## src/rp_pkg.sv

```systemverilog
// shared widths, bus regions and register map of the analog front end
// offsets are byte addresses inside one 1 MB region, word aligned
// region index sits in address bits 22..20, higher bits are ignored
package rp_pkg;

  // bus geometry
  localparam int RP_ADDR_W = 32;
  localparam int RP_DATA_W = 32;
  localparam int RP_SEL_W  = 4;   // one select per byte lane
  localparam int RP_OFFS_W = 20;  // offset inside a region

  // front end widths
  localparam int RP_ADC_W = 14;   // ADC and DAC sample
  localparam int RP_EXP_W = 8;    // expansion pins per row
  localparam int RP_LED_W = 8;
  localparam int RP_PWM_N = 4;    // slow PWM channels

  // 1 MB regions, picked by addr[22:20]
  typedef enum logic [2:0] {
    RP_REGION_HK      = 3'd0,
    RP_REGION_ANALOG  = 3'd1,
    RP_REGION_UNUSED2 = 3'd2,
    RP_REGION_UNUSED3 = 3'd3,
    RP_REGION_UNUSED4 = 3'd4,
    RP_REGION_UNUSED5 = 3'd5,
    RP_REGION_UNUSED6 = 3'd6,
    RP_REGION_UNUSED7 = 3'd7
  } rp_region_e;

  localparam logic [RP_DATA_W-1:0] RP_HK_ID = 32'h5250_0001;  // read-only ID word

  // housekeeping map
  localparam logic [RP_OFFS_W-1:0] RP_HK_ID_OFFS        = 20'h00000;
  localparam logic [RP_OFFS_W-1:0] RP_HK_LOOP_OFFS      = 20'h00004;
  localparam logic [RP_OFFS_W-1:0] RP_HK_EXP_P_DIR_OFFS = 20'h00010;
  localparam logic [RP_OFFS_W-1:0] RP_HK_EXP_N_DIR_OFFS = 20'h00014;
  localparam logic [RP_OFFS_W-1:0] RP_HK_EXP_P_OUT_OFFS = 20'h00018;
  localparam logic [RP_OFFS_W-1:0] RP_HK_EXP_N_OUT_OFFS = 20'h0001C;
  localparam logic [RP_OFFS_W-1:0] RP_HK_EXP_P_IN_OFFS  = 20'h00020;
  localparam logic [RP_OFFS_W-1:0] RP_HK_EXP_N_IN_OFFS  = 20'h00024;
  localparam logic [RP_OFFS_W-1:0] RP_HK_LED_OFFS       = 20'h00030;

  // analog map, duties are four words from RP_AN_PWM_OFFS on
  localparam logic [RP_OFFS_W-1:0] RP_AN_DAC_A_OFFS = 20'h00000;
  localparam logic [RP_OFFS_W-1:0] RP_AN_DAC_B_OFFS = 20'h00004;
  localparam logic [RP_OFFS_W-1:0] RP_AN_ADC_A_OFFS = 20'h00008;
  localparam logic [RP_OFFS_W-1:0] RP_AN_ADC_B_OFFS = 20'h0000C;
  localparam logic [RP_OFFS_W-1:0] RP_AN_PWM_OFFS   = 20'h00020;

endpackage

```

## src/rp_wb_if.sv

```systemverilog
// Wishbone classic, one region, no error line
// adr carries only the region offset, the decoder strips the region bits
`timescale 1ns/1ps

interface rp_wb_if import rp_pkg::*; ();

  logic                 cyc;
  logic                 stb;    // gated per region by the decoder
  logic                 we;
  logic [RP_OFFS_W-1:0] adr;
  logic [RP_DATA_W-1:0] dat_w;
  logic [RP_SEL_W-1:0]  sel;
  logic [RP_DATA_W-1:0] dat_r;  // valid while ack
  logic                 ack;    // single cycle pulse

  modport master (
    output cyc, stb, we, adr, dat_w, sel,
    input  dat_r, ack
  );

  modport slave (
    input  cyc, stb, we, adr, dat_w, sel,
    output dat_r, ack
  );

endinterface

```

## src/rp_pwm.sv

```systemverilog
// slow PWM, period of 2**PWM_CNT_W adc_clk cycles
// duty counts high cycles per period, the all-ones code never reaches 100 %
`timescale 1ns/1ps

module rp_pwm #(
  parameter int PWM_CNT_W = 8
) (
  input  logic                 adc_clk,
  input  logic                 rst_n_i,
  input  logic [PWM_CNT_W-1:0] duty_i,
  output logic                 pwm_o
);

  logic [PWM_CNT_W-1:0] cnt;  // wraps, no terminal count

  always_ff @(posedge adc_clk)
  begin
    if (!rst_n_i)
      cnt <= '0;
    else
      cnt <= cnt + 1'b1;
  end

  // high for counts 0 .. duty-1
  assign pwm_o = (cnt < duty_i);

  a_zero_duty_low: assert property (@(posedge adc_clk) disable iff (!rst_n_i)
    (duty_i == '0) |-> !pwm_o);

endmodule

```

## src/rp_bus_decoder.sv

```systemverilog
// splits the bus into eight 1 MB regions by addr[22:20]
// regions 2..7 are answered here with zero data, writes to them are dropped
// every region acks one cycle after cyc & stb, so no error path exists
`timescale 1ns/1ps

module rp_bus_decoder import rp_pkg::*; (
  input  logic                 adc_clk,
  input  logic                 rst_n_i,
  input  logic                 wb_cyc_i,
  input  logic                 wb_stb_i,
  input  logic                 wb_we_i,
  input  logic [RP_ADDR_W-1:0] wb_adr_i,
  input  logic [RP_DATA_W-1:0] wb_dat_i,
  input  logic [RP_SEL_W-1:0]  wb_sel_i,
  output logic [RP_DATA_W-1:0] wb_dat_o,
  output logic                 wb_ack_o,
  rp_wb_if.master              hk_bus,
  rp_wb_if.master              an_bus
);

  rp_region_e region;
  logic       unused_sel;
  logic       unused_ack;  // local answer for empty regions

  assign region     = rp_region_e'(wb_adr_i[22:20]);
  assign unused_sel = (region != RP_REGION_HK) && (region != RP_REGION_ANALOG);

  // shared request lines, only stb is steered
  assign hk_bus.cyc   = wb_cyc_i;
  assign hk_bus.stb   = wb_stb_i && (region == RP_REGION_HK);
  assign hk_bus.we    = wb_we_i;
  assign hk_bus.adr   = wb_adr_i[RP_OFFS_W-1:0];
  assign hk_bus.dat_w = wb_dat_i;
  assign hk_bus.sel   = wb_sel_i;

  assign an_bus.cyc   = wb_cyc_i;
  assign an_bus.stb   = wb_stb_i && (region == RP_REGION_ANALOG);
  assign an_bus.we    = wb_we_i;
  assign an_bus.adr   = wb_adr_i[RP_OFFS_W-1:0];
  assign an_bus.dat_w = wb_dat_i;
  assign an_bus.sel   = wb_sel_i;

  // same one-pulse ack as the real slaves
  always_ff @(posedge adc_clk)
  begin
    if (!rst_n_i)
      unused_ack <= 1'b0;
    else
      unused_ack <= wb_cyc_i && wb_stb_i && unused_sel && !unused_ack;
  end

  ////////////////////////////////////////////////////////////////////////////
  // return path, merged by region
  ////////////////////////////////////////////////////////////////////////////
  always_comb
  begin
    case (region)
      RP_REGION_HK:
      begin
        wb_dat_o = hk_bus.dat_r;
        wb_ack_o = hk_bus.ack;
      end
      RP_REGION_ANALOG:
      begin
        wb_dat_o = an_bus.dat_r;
        wb_ack_o = an_bus.ack;
      end
      default:
      begin
        wb_dat_o = '0;          // empty regions read zero
        wb_ack_o = unused_ack;
      end
    endcase
  end

  // no ack without a request in the cycle before, across all slaves
  a_ack_after_req: assert property (@(posedge adc_clk) disable iff (!rst_n_i)
    wb_ack_o |-> $past(wb_cyc_i && wb_stb_i));

endmodule

```

## src/rp_housekeeping.sv

```systemverilog
// housekeeping: ID, loop switch, expansion pins and LEDs
// registers are 8 bits wide in byte lane 0, the other lanes are ignored
// expansion inputs are asynchronous and pass two flops before readback
`timescale 1ns/1ps

module rp_housekeeping import rp_pkg::*; (
  input  logic                adc_clk,
  input  logic                rst_n_i,
  rp_wb_if.slave              bus,
  input  logic [RP_EXP_W-1:0] exp_p_i,
  input  logic [RP_EXP_W-1:0] exp_n_i,
  output logic [RP_EXP_W-1:0] exp_p_o,
  output logic [RP_EXP_W-1:0] exp_n_o,
  output logic [RP_EXP_W-1:0] exp_p_oe_o,  // 1 = drive the pin
  output logic [RP_EXP_W-1:0] exp_n_oe_o,
  output logic [RP_LED_W-1:0] led_o,
  output logic                digital_loop_o
);

  logic                 req;                     // new request, no ack yet
  logic [RP_EXP_W-1:0]  exp_p_meta, exp_p_sync;
  logic [RP_EXP_W-1:0]  exp_n_meta, exp_n_sync;
  logic [RP_DATA_W-1:0] rd_data;

  assign req = bus.cyc && bus.stb && !bus.ack;

  // two stage input sync
  always_ff @(posedge adc_clk)
  begin
    exp_p_meta <= exp_p_i;
    exp_p_sync <= exp_p_meta;
    exp_n_meta <= exp_n_i;
    exp_n_sync <= exp_n_meta;
  end

  ////////////////////////////////////////////////////////////////////////////
  // register writes, taken on the ack edge
  ////////////////////////////////////////////////////////////////////////////
  always_ff @(posedge adc_clk)
  begin
    if (!rst_n_i)
    begin
      digital_loop_o <= 1'b0;
      exp_p_oe_o     <= '0;  // all pins start as inputs
      exp_n_oe_o     <= '0;
      exp_p_o        <= '0;
      exp_n_o        <= '0;
      led_o          <= '0;
    end
    else if (req && bus.we && bus.sel[0])
    begin
      case (bus.adr)
        RP_HK_LOOP_OFFS:      digital_loop_o <= bus.dat_w[0];
        RP_HK_EXP_P_DIR_OFFS: exp_p_oe_o     <= bus.dat_w[RP_EXP_W-1:0];
        RP_HK_EXP_N_DIR_OFFS: exp_n_oe_o     <= bus.dat_w[RP_EXP_W-1:0];
        RP_HK_EXP_P_OUT_OFFS: exp_p_o        <= bus.dat_w[RP_EXP_W-1:0];
        RP_HK_EXP_N_OUT_OFFS: exp_n_o        <= bus.dat_w[RP_EXP_W-1:0];
        RP_HK_LED_OFFS:       led_o          <= bus.dat_w[RP_LED_W-1:0];
        default: ;  // ID, inputs and holes are read only
      endcase
    end
  end

  // read mux, holes read zero
  always_comb
  begin
    case (bus.adr)
      RP_HK_ID_OFFS:        rd_data = RP_HK_ID;
      RP_HK_LOOP_OFFS:      rd_data = 32'(digital_loop_o);
      RP_HK_EXP_P_DIR_OFFS: rd_data = 32'(exp_p_oe_o);
      RP_HK_EXP_N_DIR_OFFS: rd_data = 32'(exp_n_oe_o);
      RP_HK_EXP_P_OUT_OFFS: rd_data = 32'(exp_p_o);
      RP_HK_EXP_N_OUT_OFFS: rd_data = 32'(exp_n_o);
      RP_HK_EXP_P_IN_OFFS:  rd_data = 32'(exp_p_sync);
      RP_HK_EXP_N_IN_OFFS:  rd_data = 32'(exp_n_sync);
      RP_HK_LED_OFFS:       rd_data = 32'(led_o);
      default:              rd_data = '0;
    endcase
  end

  always_ff @(posedge adc_clk)
  begin
    if (!rst_n_i)
      bus.ack <= 1'b0;
    else
      bus.ack <= req;  // one pulse, never back to back
  end

  always_ff @(posedge adc_clk)
  begin
    if (req)
      bus.dat_r <= rd_data;
  end

  a_ack_single: assert property (@(posedge adc_clk) disable iff (!rst_n_i)
    bus.ack |=> !bus.ack);

endmodule

```

## src/rp_analog_io.sv

```systemverilog
// fast ADC capture and DAC output on adc_clk
// converter codes are unsigned with negative slope: keep the MSB,
// invert the rest, the same rule works both ways
`timescale 1ns/1ps

module rp_analog_io import rp_pkg::*; (
  input  logic                       adc_clk,
  input  logic                       rst_n_i,
  input  logic        [RP_ADC_W-1:0] adc_dat_a_i,
  input  logic        [RP_ADC_W-1:0] adc_dat_b_i,
  input  logic                       digital_loop_i,
  input  logic signed [RP_ADC_W-1:0] dac_lvl_a_i,
  input  logic signed [RP_ADC_W-1:0] dac_lvl_b_i,
  output logic signed [RP_ADC_W-1:0] adc_a_o,
  output logic signed [RP_ADC_W-1:0] adc_b_o,
  output logic        [RP_ADC_W-1:0] dac_dat_a_o,
  output logic        [RP_ADC_W-1:0] dac_dat_b_o
);

  logic [RP_ADC_W-1:0] adc_raw_a, adc_raw_b;  // IOB capture stage

  ////////////////////////////////////////////////////////////////////////////
  // ADC path
  ////////////////////////////////////////////////////////////////////////////
  always_ff @(posedge adc_clk)
  begin
    adc_raw_a <= adc_dat_a_i;
    adc_raw_b <= adc_dat_b_i;
  end

  // loop switch bypasses the converter with the DAC levels
  assign adc_a_o = digital_loop_i ? dac_lvl_a_i
                                  : {adc_raw_a[RP_ADC_W-1], ~adc_raw_a[RP_ADC_W-2:0]};
  assign adc_b_o = digital_loop_i ? dac_lvl_b_i
                                  : {adc_raw_b[RP_ADC_W-1], ~adc_raw_b[RP_ADC_W-2:0]};

  ////////////////////////////////////////////////////////////////////////////
  // DAC path, one register per channel
  ////////////////////////////////////////////////////////////////////////////
  always_ff @(posedge adc_clk)
  begin
    if (!rst_n_i)
    begin
      // code of a zero level
      dac_dat_a_o <= {1'b0, {(RP_ADC_W-1){1'b1}}};
      dac_dat_b_o <= {1'b0, {(RP_ADC_W-1){1'b1}}};
    end
    else
    begin
      dac_dat_a_o <= {dac_lvl_a_i[RP_ADC_W-1], ~dac_lvl_a_i[RP_ADC_W-2:0]};
      dac_dat_b_o <= {dac_lvl_b_i[RP_ADC_W-1], ~dac_lvl_b_i[RP_ADC_W-2:0]};
    end
  end

endmodule

```

## src/rp_analog_regs.sv

```systemverilog
// analog registers: two DAC levels, ADC readback, four PWM duties
// writes honour the byte selects, ADC samples read back sign extended
// PWM_CNT_W must not exceed the bus width
`timescale 1ns/1ps

module rp_analog_regs import rp_pkg::*; #(
  parameter int PWM_CNT_W = 8
) (
  input  logic                                 adc_clk,
  input  logic                                 rst_n_i,
  rp_wb_if.slave                               bus,
  input  logic signed [RP_ADC_W-1:0]           adc_a_i,
  input  logic signed [RP_ADC_W-1:0]           adc_b_i,
  output logic signed [RP_ADC_W-1:0]           dac_lvl_a_o,
  output logic signed [RP_ADC_W-1:0]           dac_lvl_b_o,
  output logic [RP_PWM_N-1:0][PWM_CNT_W-1:0]   pwm_duty_o
);

  logic                 req;
  logic [RP_DATA_W-1:0] rd_data;

  assign req = bus.cyc && bus.stb && !bus.ack;

  // replace the selected byte lanes of a register word
  function automatic logic [RP_DATA_W-1:0] lane_merge(input logic [RP_DATA_W-1:0] old_w,
                                                      input logic [RP_DATA_W-1:0] new_w,
                                                      input logic [RP_SEL_W-1:0]  sel);
    logic [RP_DATA_W-1:0] res;
    res = old_w;
    for (int b = 0; b < RP_SEL_W; b++)
      if (sel[b])
        res[8*b +: 8] = new_w[8*b +: 8];
    return res;
  endfunction

  ////////////////////////////////////////////////////////////////////////////
  // writes on the ack edge
  ////////////////////////////////////////////////////////////////////////////
  always_ff @(posedge adc_clk)
  begin
    if (!rst_n_i)
    begin
      dac_lvl_a_o <= '0;
      dac_lvl_b_o <= '0;
      pwm_duty_o  <= '0;  // PWM outputs idle low
    end
    else if (req && bus.we)
    begin
      if (bus.adr == RP_AN_DAC_A_OFFS)
        dac_lvl_a_o <= RP_ADC_W'(lane_merge(32'(dac_lvl_a_o), bus.dat_w, bus.sel));
      if (bus.adr == RP_AN_DAC_B_OFFS)
        dac_lvl_b_o <= RP_ADC_W'(lane_merge(32'(dac_lvl_b_o), bus.dat_w, bus.sel));
      for (int i = 0; i < RP_PWM_N; i++)
        if (bus.adr == RP_AN_PWM_OFFS + RP_OFFS_W'(4 * i))
          pwm_duty_o[i] <= PWM_CNT_W'(lane_merge(32'(pwm_duty_o[i]), bus.dat_w, bus.sel));
    end
  end

  // read mux, signed casts sign extend
  always_comb
  begin
    rd_data = '0;
    case (bus.adr)
      RP_AN_DAC_A_OFFS: rd_data = 32'(dac_lvl_a_o);
      RP_AN_DAC_B_OFFS: rd_data = 32'(dac_lvl_b_o);
      RP_AN_ADC_A_OFFS: rd_data = 32'(adc_a_i);
      RP_AN_ADC_B_OFFS: rd_data = 32'(adc_b_i);
      default: ;
    endcase
    for (int i = 0; i < RP_PWM_N; i++)
      if (bus.adr == RP_AN_PWM_OFFS + RP_OFFS_W'(4 * i))
        rd_data = 32'(pwm_duty_o[i]);
  end

  always_ff @(posedge adc_clk)
  begin
    if (!rst_n_i)
      bus.ack <= 1'b0;
    else
      bus.ack <= req;
  end

  always_ff @(posedge adc_clk)
  begin
    if (req)
      bus.dat_r <= rd_data;  // held through the ack cycle
  end

  a_ack_single: assert property (@(posedge adc_clk) disable iff (!rst_n_i)
    bus.ack |=> !bus.ack);

endmodule

```

## src/rp_top.sv

```systemverilog
// analog front end top level, single adc_clk domain
// region 0 housekeeping, region 1 analog registers, regions 2..7 empty
// expansion pins are split into in, out and enable, buffers sit outside
`timescale 1ns/1ps

module rp_top import rp_pkg::*; #(
  parameter int PWM_CNT_W = 8   // PWM counter and duty width
) (
  input  logic                 adc_clk,
  input  logic                 rst_n_i,
  // bus from the outside master
  input  logic                 wb_cyc_i,
  input  logic                 wb_stb_i,
  input  logic                 wb_we_i,
  input  logic [RP_ADDR_W-1:0] wb_adr_i,
  input  logic [RP_DATA_W-1:0] wb_dat_i,
  input  logic [RP_SEL_W-1:0]  wb_sel_i,
  output logic [RP_DATA_W-1:0] wb_dat_o,
  output logic                 wb_ack_o,
  // converters
  input  logic [RP_ADC_W-1:0]  adc_dat_a_i,
  input  logic [RP_ADC_W-1:0]  adc_dat_b_i,
  output logic [RP_ADC_W-1:0]  dac_dat_a_o,
  output logic [RP_ADC_W-1:0]  dac_dat_b_o,
  output logic [RP_PWM_N-1:0]  dac_pwm_o,
  // expansion connector and LEDs
  input  logic [RP_EXP_W-1:0]  exp_p_i,
  input  logic [RP_EXP_W-1:0]  exp_n_i,
  output logic [RP_EXP_W-1:0]  exp_p_o,
  output logic [RP_EXP_W-1:0]  exp_n_o,
  output logic [RP_EXP_W-1:0]  exp_p_oe_o,
  output logic [RP_EXP_W-1:0]  exp_n_oe_o,
  output logic [RP_LED_W-1:0]  led_o
);

  logic                               digital_loop;
  logic signed [RP_ADC_W-1:0]         adc_a, adc_b;          // two's complement samples
  logic signed [RP_ADC_W-1:0]         dac_lvl_a, dac_lvl_b;
  logic [RP_PWM_N-1:0][PWM_CNT_W-1:0] pwm_duty;

  rp_wb_if hk_bus ();
  rp_wb_if an_bus ();

  rp_bus_decoder u_decoder (
    .adc_clk, .rst_n_i,
    .wb_cyc_i, .wb_stb_i, .wb_we_i, .wb_adr_i, .wb_dat_i, .wb_sel_i,
    .wb_dat_o, .wb_ack_o,
    .hk_bus   (hk_bus.master),
    .an_bus   (an_bus.master)
  );

  rp_housekeeping u_hk (
    .adc_clk, .rst_n_i,
    .bus            (hk_bus.slave),
    .exp_p_i, .exp_n_i, .exp_p_o, .exp_n_o, .exp_p_oe_o, .exp_n_oe_o,
    .led_o,
    .digital_loop_o (digital_loop)
  );

  rp_analog_io u_analog_io (
    .adc_clk, .rst_n_i,
    .adc_dat_a_i, .adc_dat_b_i,
    .digital_loop_i (digital_loop),
    .dac_lvl_a_i    (dac_lvl_a),
    .dac_lvl_b_i    (dac_lvl_b),
    .adc_a_o        (adc_a),
    .adc_b_o        (adc_b),
    .dac_dat_a_o, .dac_dat_b_o
  );

  rp_analog_regs #(.PWM_CNT_W(PWM_CNT_W)) u_analog_regs (
    .adc_clk, .rst_n_i,
    .bus         (an_bus.slave),
    .adc_a_i     (adc_a),
    .adc_b_i     (adc_b),
    .dac_lvl_a_o (dac_lvl_a),
    .dac_lvl_b_o (dac_lvl_b),
    .pwm_duty_o  (pwm_duty)
  );

  // one slow PWM per channel
  for (genvar i = 0; i < RP_PWM_N; i++)
  begin : g_pwm
    rp_pwm #(.PWM_CNT_W(PWM_CNT_W)) u_pwm (
      .adc_clk, .rst_n_i,
      .duty_i (pwm_duty[i]),
      .pwm_o  (dac_pwm_o[i])
    );
  end

endmodule

```

## config.mk

```make
export PLATFORM = sky130hd
export DESIGN_NAME = rp_top
export DESIGN_NICKNAME = d
export VERILOG_FILES = /design/src/rp_pkg.sv /design/src/rp_wb_if.sv /design/src/rp_pwm.sv /design/src/rp_bus_decoder.sv /design/src/rp_housekeeping.sv /design/src/rp_analog_io.sv /design/src/rp_analog_regs.sv /design/src/rp_top.sv
export SDC_FILE = /design/constraint.sdc
export NUM_CORES = 1
export LEC_CHECK = 0
export CAP_MARGIN = 20
export CELL_PAD_IN_SITES_DETAIL_PLACEMENT = 2
export CELL_PAD_IN_SITES_GLOBAL_PLACEMENT = 2
export CORE_ASPECT_RATIO = 2
export CORE_MARGIN = 2
export CORE_UTILIZATION = 40
export CTS_CLUSTER_DIAMETER = 40
export CTS_CLUSTER_SIZE = 20
export DETAILED_ROUTE_END_ITERATION = 7
export DONT_BUFFER_PORTS = 1
export GPL_TIMING_DRIVEN = 0
export PLACE_DENSITY_LB_ADDON = 0.1
export SLEW_MARGIN = 20
export SYNTH_ARGS = -nofsm -noshare
export SYNTH_HDL_FRONTEND = slang
export SYNTH_SLANG_ARGS = --single-unit
```

## constraint.sdc

```tcl
create_clock -name adc_clk -period 2.85 [get_ports adc_clk]
set_input_delay 0.57 -clock adc_clk [delete_from_list [all_inputs] [get_ports adc_clk]]
set_output_delay 0.57 -clock adc_clk [all_outputs]
set_load 0.1 [all_outputs]
```

Word level (Yosys, flattened, before mapping)
Index checks and enable logic that the tools add are counted.
{"block": "word_totals", "register_bits": 288, "in_bits": 117, "output_inout_bits": 105, "wordCells": 102}
{"block": "classes", "addsub": 4, "order_cmp": 4, "eq_ne": 14, "mux": 10, "bitwise": 4, "reduce_logical": 34}
{"operator": "$pmux W31 S9", "count": 1}
{"operator": "$pmux W32 S4", "count": 1}
{"operator": "$eq A20 B6 Y1 const B", "count": 5}
{"operator": "$eq A20 B5 Y1 const B", "count": 4}
{"operator": "$pmux W32 S2", "count": 1}
{"operator": "$not A13 Y13", "count": 4}
{"operator": "$eq A20 B4 Y1 const B", "count": 2}
{"operator": "$add A8 B1 Y8 const B", "count": 4}
{"operator": "$lt A8 B8 Y1", "count": 4}
{"operator": "$mux W8", "count": 4}
{"operator": "$mux W14", "count": 2}
{"operator": "$reduce_and A3 Y1", "count": 8}
{"operator": "$eq A20 B3 Y1 const B", "count": 1}
{"operator": "$logic_not A20 Y1", "count": 1}
{"operator": "$logic_and A1 B1 Y1", "count": 13}
{"operator": "$reduce_and A2 Y1", "count": 6}
{"operator": "$reduce_or A4 Y1", "count": 1}
{"operator": "$eq A3 B1 Y1 const B", "count": 1}
{"operator": "$logic_not A1 Y1", "count": 3}
{"operator": "$logic_not A3 Y1", "count": 1}
{"operator": "$ne A3 B1 Y1 const B", "count": 1}
{"operator": "$reduce_bool A3 Y1", "count": 1}
{"operator": "$pmux W1 S2", "count": 1}

Logic depth before layout (Yosys ltp)
Gate-level depths: netlist (run 1).
{"block": "depth", "depth_word": 7, "ltp_mapped": 8, "mapped_depth_nobuf": 6}

Modules after synthesis
Synthesis (run 1) repeated with hierarchy kept, for this count alone.
{"block": "unflattened", "cells_unflattened": 1281, "hier_area_um2": 12268.0}
{"module": "rp_analog_regs", "n_inst": 1, "cells_per_inst": 397, "area_each_um2": 3806.2, "seq_area_each_um2": 1641.6}
{"module": "rp_housekeeping", "n_inst": 1, "cells_per_inst": 309, "area_each_um2": 3320.7, "seq_area_each_um2": 1751.7}
{"module": "rp_pwm", "n_inst": 4, "cells_per_inst": 58, "area_each_um2": 499.2, "seq_area_each_um2": 160.2}
{"module": "rp_analog_io", "n_inst": 1, "cells_per_inst": 145, "area_each_um2": 1669.1, "seq_area_each_um2": 1121.1}
{"module": "rp_bus_decoder", "n_inst": 1, "cells_per_inst": 198, "area_each_um2": 1475.2, "seq_area_each_um2": 20.0}

Worst setup path after synthesis (run 1)
No wires, ideal clock.
{"block": "synth_timing", "path_kind": "in2out", "start": "input wb_adr_i[21]", "end": "output wb_ack_o", "arrival_ns": 2.985, "t_required_ns": 2.280, "path_slack_ns": -0.705, "stages": 2, "n_path_buf": 0, "cell_sequence": "or2_2 -> o21ai_0"}
{"block": "synth_via", "elab_chain_len": 2, "elab_cells_between_ends": 3, "cone_classes": "1 x eq/ne; 1 x mux; 1 x reduce/logical"}
{"element": "from (decl)", "line_no": "rp_top.sv:15", "text": "input logic [RP_ADDR_W-1:0] wb_adr_i,"}
{"element": "$eq A3 B1 Y1 or $logic_not A3 Y1 (tied branches)", "line_no": "rp_bus_decoder.sv:57", "text": "case (region)"}
{"element": "$pmux W1 S2 *", "line_no": "rp_bus_decoder.sv:57"}
{"element": "to (decl)", "line_no": "rp_top.sv:19", "text": "output logic wb_ack_o,"}
Mark *: on every way between the ends. The rest lies on a longest branch, timed or not.

Final worst setup path (run 1)
{"block": "layout_timing", "start": "input wb_adr_i[21]", "end": "output wb_dat_o[25]"}
{"block": "layout_via", "elab_chain_len": 2, "elab_cells_between_ends": 3, "cone_classes": "1 x eq/ne; 1 x mux; 1 x reduce/logical"}
{"element": "$eq A3 B1 Y1 or $logic_not A3 Y1 (tied branches)", "line_no": "rp_bus_decoder.sv:57"}
{"element": "$pmux W32 S2 *", "line_no": "rp_bus_decoder.sv:57"}
{"element": "to (decl)", "line_no": "rp_top.sv:18", "text": "output logic [RP_DATA_W-1:0] wb_dat_o,"}
Marks and branches as above.

==> summary.md, run 1 <==
| Metric | Value |
|---|---|
| Slowest CP cell | `nor2_4` |
| Worst-case clock buffer depth | `3` |
| Worst-skew pair later-pin latency | `between 0.5 and 0.6 ns` |
| H-tree depth | `1` |
| Via count | `between 7k and 8k` |
| Crit-path max cell delay | `approximately 0.64 ns` |
| Setup tns final | `0 ns` |
| Clock skew | `0.0225 ns` |
| Fmax | `~350 MHz` |
| Minimum clock period after layout | `approximately 2.8 ns` |
| Relative slew slack | `0.248` |
| Hold WC Path Type | `in2reg` |
| First-pass GRT wire length | `roughly 54000 µm` |
| Clock sinks | `about 250` |
| CTS clk-pin slew, worst paths | `approximately 0.07 ns` |
| Mapped cell area | `roughly 10000 µm²` |
| Largest area contributor in the netlist | `dfxtp_1` |
| CTS tree | `built` |
| Library cells used by synthesis | `54` |
| Largest net degree at the start of global routing | `21` |
| Pre-CTS setup slack | `-0.370 ns` |
| Avg Cell Area, Syn | `roughly 11 µm²` |
| DRT Pass-1 Iters | `6` |
| Vias in the first global route | `8575` |
| CP Launch Type | `input pin` |
| Diodes inserted | `0` |
| Syn Nets | `approximately 1.1k` |
| Die Height | `~230 µm` |
| Setup CP Type | `in2out` |
| Die footprint | `between 20000 and 30000 µm²` |
| Final core utilization | `0.480` |
| Critical path required time | `between 2 and 2.5 ns` |
| Nets | `about 1.2k` |
| Layout Area Growth over Synthesis | `18.8%` |
| Min setup slack post-route | `0.00515 ns` |
| Routability cong. | `between 0.8 and 0.9` |
| Total CTS buffers | `28` |
| DRT iter0 DRCs | `about 250` |
| I/O pins | `around 220` |
| ANT nets after route | `0` |
| RSZ-0062 raised after global routing | `yes` |
| DPL Wire Length | `roughly 26000 µm` |
| PD cells | `656 nW/µm²` |
| Main flop type after synthesis | `dfxtp_1` |
| Top cells by area, synth | `dfxtp_1 (43%), mux2i_1 (9.9%), edfxtp_1 (6.7%)` |
| Post-synth EDFFs | `23` |
| Die Wd | `around 120 µm` |
| Core area | `approximately 26000 µm²` |
| Ys Warns | `0` |
| Worst slew pin tran | `1.13 ns` |
| CP Capture Type | `primary output` |
| Critical-path cell list | `or2_2 > clkbuf_1 > nor2_4 > buf_4` |
| Max-slew violation count | `0` |
| Rows | `between 80 and 90` |
| GR Util All Layers | `0.263` |
| Post-route non-filler standard cell count | `approximately 1.4k` |
| Max-Cap Viols | `0` |
| Pwr Total | `8.05 mW` |
| P_leak | `~4.8 nW` |
| Wire per inst | `25.8 µm` |
| Period utilization | `0.998` |
| Async SR Flop Fraction | `0` |
| Syn Inst Count | `967` |
| Final-report hold violation count | `0` |
| Initial antenna violation count | `0` |
| Yosys reg bits | `between 200 and 250` |
| Routed vias/inst | `about 5.4` |
| Synth cell count leaders | `dfxtp_1 (224), mux2i_1 (102), nor2b_1 (89)` |
| I/O Buffers | `0` |
| Final setup fails | `0` |
| FILL cells | `2659` |
| Initial core utilization | `0.404` |
| Gr ovfl total | `0` |
| Seq/Total Area, Yosys | `0.501` |
| CP Max Fanout | `10` |
| Status | `completed` |
| Routed WL | `35900 µm` |
| Critical Path AT | `about 2.3 ns` |
| Placed Cells | `approximately 1.3k` |
| Synth top area share | `0.434` |
| # DRC | `0` |
| Biggest regs | `g_pwm.u_pwm.cnt: 32 flops, u_analog_regs.pwm_duty_o: 32 flops` |
| Layout cells sized above 1 | `0.151` |
| Worst vdd ir | `about 420 µV` |
| Count leader, synth | `dfxtp_1` |
| Root buf cell | `clkbuf_16` |
-- through the flow --
stage	hold slack, ns	instance area (µm²)
after floorplan	0.310	10300
after global routing	0.0112	12300
final	0.0263	12300
after CTS	0.0138	12200
after global placement	0.312	10800
after detailed placement	0.314	10800
-- cell usage in the layout (no fill, tap or decap), types with 11 or more instances in the layout --
master	Yosys	routed
nor2b_1	89	89
dlygate4sd3_1	0	28
edfxtp_1	23	23
buf_4	23	21
mux2_2	14	14
a21oi_1	30	30
nand2_1	54	54
nor2_1	45	36
mux2i_1	102	102
dfxtp_1	224	221
and3_1	17	16
inv_1	37	37
nand3_1	27	27
and2_1	40	40
xnor2_1	16	16
ha_1	32	31
clkbuf_16	0	29
buf_2	11	11
clkbuf_1	34	32
-- power by group --
group / internal [mW] / total, mW / switching, mW
Combinational: 0.171 / 0.509 / 0.338
Clock: 2.10 / 3.95 / 1.85
Sequential: 3.56 / 3.59 / 0.0351
-- routing by layer --
layer / GRT usage / vias up / routed length (µm)
li1: - / 3444 / -
met1: 0.261 / 3753 / 12500
met2: 0.531 / 185 / 20500
met3: 0.0394 / 59 / 1400
met4: 0.111 / 0 / 1500
met5: 0 / - / 0
-- cell type report --
| type | count | area (µm²) | share of cell area |
|---|---|---|---|
| Tap cell | 340 | 425 | 0.0347 |
| Buffer | 77 | 443 | 0.0361 |
| Multi-Input combinational cell | 605 | 4750 | 0.387 |
| Timing Repair Buffer | 30 | 295 | 0.0241 |
| Sequential cell | 247 | 5180 | 0.422 |
| Inverter | 37 | 139 | 0.0113 |
| Clock inverter | 23 | 310 | 0.0253 |
| Clock buffer | 29 | 726 | 0.0591 |
-- what timing repair did --
action                                  in CTS  in global routing
pin swaps                                    0                  4
hold buffers                                28                  0
buffers inserted                             0                  2
endpoints found under the setup margin      18                 28
resized for setup                           22                 12
endpoints found under the hold margin       28                  0
-- worst paths after layout --
kind	slack [ns]	start	cells past startpoint	endpoint
min reg2reg	0.33	u_hk.exp_p_meta[6]	0	u_hk.exp_p_sync[6]
max	0.005	wb_adr_i[21]	4	wb_dat_o[25]
min	0.03	exp_n_i[6]	0	u_hk.exp_n_meta[6]
max reg2reg	0.34	u_hk.digital_loop_o	8	u_analog_regs.bus.dat_r[11]
-- kinds of logic after synthesis --
logic type | count (synthesis) | share of synthesized area
DFF | 247 | 0.501
xor gates and xnor gates | 24 | 0.0203
buffers and inverters | 115 | 0.0515
muxes | 125 | 0.134
and+or+nand+nor | 317 | 0.182
adders and majority gates | 32 | 0.0388
AOI/OAI and AO/OA | 107 | 0.0733
-- worst max-delay path, delay by kind of cell --
| kind | cells | cell delay [ns] |
|---|---|---|
| simple gates | 2 | 0.96 |
| buf+inv | 2 | 0.74 |
(Power assumes the default switching activity.)
==> run 2: changes to the inputs <==
--- a/config.mk
+++ b/config.mk
@@ -5,12 +5,14 @@
 export SDC_FILE = /design/constraint.sdc
 export NUM_CORES = 1
 export LEC_CHECK = 0
+export ABC_CLOCK_PERIOD_IN_PS = 2850
 export CAP_MARGIN = 20
 export CELL_PAD_IN_SITES_DETAIL_PLACEMENT = 2
 export CELL_PAD_IN_SITES_GLOBAL_PLACEMENT = 2
 export CORE_ASPECT_RATIO = 2
 export CORE_MARGIN = 2
-export CORE_UTILIZATION = 40
+export CORE_UTILIZATION = 42
+export CTS_BUF_LIST = sky130_fd_sc_hd__clkbuf_2
 export CTS_CLUSTER_DIAMETER = 40
 export CTS_CLUSTER_SIZE = 20
 export DETAILED_ROUTE_END_ITERATION = 7
==> run 2 against run 1 <==
- the run now ends with setup timing left
- register-to-register slack worse by 0.12 ns
- fmax is 9.4% lower
- sequential share of layout area is 0.19 points higher
- final area is 0.51% higher
- critical path type is now reg2out
- largest cell class unchanged
- largest power group is now sequential cells
- highest routed layer unchanged
==> summary.md, run 2 (synthesis results as in run 1) <==
| Metric | Value |
|---|---|
| Status | `complete, but fails checks` |
| Failing checks | `setup timing` |
| Worst slew pin tran | `1.12 ns (-0.00883 ns)` |
| Nets | `1227 (+4.4%)` |
| First-pass GRT wire length | `52500 µm (-3.1%)` |
| # DRC | `0 (unchanged)` |
| Root buf cell | `clkbuf_2` |
| Commonest cells after routing, fill and taps aside | `dfxtp_1 (199), mux2i_1 (101), nor2b_1 (89), dlygate4sd3_1 (64), nand2_1 (54)` |
| Biggest regs | `g_pwm.u_pwm.cnt: 32 flops, u_analog_regs.pwm_duty_o: 32 flops` |
| Multi-input logic area | `4880 µm² (+2.6%)` |
| Gr ovfl total | `0 (unchanged)` |
| CTS tree | `built` |
| Rows | `81 (-2.4%)` |
| Worst vdd ir | `358 µV (-16%)` |
| FILL cells | `2501 (-5.9%)` |
| DRT Pass-1 Iters | `4 (-2)` |
| Initial core utilization | `0.425 (+0.0203)` |
| GR Util All Layers | `0.273 (+0.00923)` |
| Fmax | `319 MHz (-9.4%)` |
| DRT iter0 DRCs | `237 (-6.3%)` |
| Core area | `24300 µm² (-4.8%)` |
| Layout Area Growth over Synthesis | `19.4%` |
| Int Power | `4.28 mW (-27%)` |
| Max-slew violation count | `0 (unchanged)` |
| Largest net degree at the start of global routing | `21 (unchanged)` |
| Internal reg-to-reg setup slack | `0.22 ns (-0.12 ns)` |
| FF-to-FF path depth | `8 (unchanged)` |
| Met3 wire length | `1400 µm (unchanged)` |
| Switch Pwr | `1.90 mW (-15%)` |
| Die Wd | `115 µm (-2.3%)` |
| Worst-skew pair later-pin latency | `1.01 ns (+0.43 ns)` |
| Relative slew slack | `0.253 (+0.00497)` |
| Worst R2R Start | `u_hk.digital_loop_o` |
| CP Capture Type | `primary output` |
| Minimum clock period after layout | `3.14 ns (+0.294 ns)` |
| Clock skew | `0.0486 ns (+0.0261 ns)` |
| Vias in the first global route | `8524 (-0.59%)` |
| Critical path required time | `2.28 ns (about the same)` |
| Routed vias/inst | `5.48 (+2.2%)` |
| Routed WL | `35800 µm (-0.27%)` |
| Placed Cells | `1257 (-3.8%)` |
| ANT nets after route | `0 (unchanged)` |
| Via count | `7634 (+2.6%)` |
| Final-report hold violation count | `0 (unchanged)` |
| I/O pins | `222 (unchanged)` |
| Worst-case clock buffer depth | `3 (unchanged)` |
| Met2 WL post-DR | `20100 µm (-1.8%)` |
| Metal-1 WL | `12100 µm (-2.5%)` |
| RR Endpoint | `u_analog_regs.bus.dat_r[12]` |
| Total CTS buffers | `26 (-7.1%)` |
| Comb pwr share | `0.090 (+0.027)` |
| Die Height | `226 µm (-2.4%)` |
| PD cells | `501 nW/µm² (-24%)` |
| Max-Cap Viols | `0 (unchanged)` |
| I/O Buffers | `0 (unchanged)` |
| Initial antenna violation count | `3 (+3)` |
| P_leak | `4.86 nW (+0.62%)` |
| Clock share of power | `0.327 (-0.164)` |
| Top Metal Used | `met4` |
| WHS | `0.0595 ns (+0.0332 ns)` |
| Layout cells sized above 1 | `0.186 (+0.0350)` |
| CP startpoint | `u_analog_regs.pwm_duty_o[13]` |
| Die footprint | `25900 µm² (-4.6%)` |
| Wire per inst | `25.7 µm (-0.63%)` |
| Sequential Power Share | `0.583 (+0.137)` |
| Critical Path AT | `2.57 ns (+0.30 ns)` |
| Final setup fails | `8 (+8)` |
| Commonest non-fill, non-tap cell in the layout | `dfxtp_1` |
| Min setup slack post-route | `-0.289 ns (-0.294 ns)` |
| Setup CP Type | `reg2out` |
| Post-route non-filler standard cell count | `1393 (+0.36%)` |
| CP Launch Type | `flop` |
| DPL Wire Length | `25900 µm (+0.46%)` |
| CTS clk-pin slew, worst paths | `0.29 ns (+0.22 ns)` |
| Hold WC Path Type | `in2reg` |
| H-tree depth | `1 (unchanged)` |
| Sw frac | `0.307 (+0.0308)` |
| RSZ-0062 raised after global routing | `yes` |
| Register area | `5230 µm² (+0.97%)` |
| CP Capture Point | `dac_pwm_o[1]` |
| Routability cong. | `0.837 (+0.35%)` |
| Clock sinks | `247 (unchanged)` |
| CP Max Fanout | `2 (-8)` |
| Period utilization | `1.10 (+0.103)` |
-- run 2: final cells by class --
type                       instances  area share
clock buffer                      26      0.0106
multi-input combinational        606       0.395
clock inverter                    22      0.0209
buffer                            78      0.0442
sequential                       247       0.424
timing repair buffer              82      0.0629
tap                              290      0.0294
inverter                          37      0.0115
antenna                            5     0.00101
-- run 2: critical path: stages (launching register included) --
cell	delay (ns)
dfxtp_2	0.42
inv_4	0.05
ha_4	0.22
a2111oi_4	0.32
nand2_1	0.11
o21ai_1	0.10
a31o_2	0.18
buf_12	0.18
-- run 2: stage by stage --
stage	area (µm²)	TNS [ns]	worst slack (ns)	util	total power, mW
final	12300	-1.85	-0.289	0.507	6.18
after global routing	12300	-3.04	-0.401	0.507	6.41
after CTS	12100	-6.23	-0.334	0.498	6.22
after detailed placement	10700	-2.34	-0.230	0.441	4.12
after global placement	10700	-3.58	-0.351	0.440	4.11
after floorplan	10300	-0.808	-0.122	-	3.98
-- run 2: repair_timing --
action                                  4_1_cts  5_1_grt
resized for setup                            77       42
cloned                                        0        1
setup buffers                                11        7
hold buffers                                 64        0
hold endpoints to repair                     60        0
endpoints found under the setup margin       31       22
pin swaps                                    10        7
-- run 2: power groups by stage --
stage	Sequential, mW	Clock, mW	Combinational [mW]
floorplan	3.66	0	0.328
global placement	3.67	0	0.438
detailed placement	3.67	0	0.447
CTS	3.60	2.06	0.552
global route	3.61	2.21	0.586
finish	3.60	2.02	0.555
-- run 2: routing by layer --
layer / vias up / GRT usage
li1: 3559 / -
met4: 0 / 0.148
met5: - / 0
met2: 214 / 0.526
met1: 3767 / 0.268
met3: 94 / 0.0427
-- run 2: worst min path at each step --
stage                             startpoint                            end  slack, ns  cells past startpoint
after floorplan           u_hk.exp_n_meta[0]             u_hk.exp_n_sync[0]       0.31                      0
after global placement    u_hk.exp_p_meta[3]             u_hk.exp_p_sync[3]       0.31                      0
after detailed placement  u_hk.exp_p_meta[6]             u_hk.exp_p_sync[6]       0.32                      0
after CTS                        wb_adr_i[4]                  u_hk.led_o[4]    0.00005                      5
after global routing          adc_dat_b_i[4]       u_analog_io.adc_raw_b[4]       0.02                      1
final                                wb_we_i  u_analog_regs.dac_lvl_a_o[13]       0.06                      4
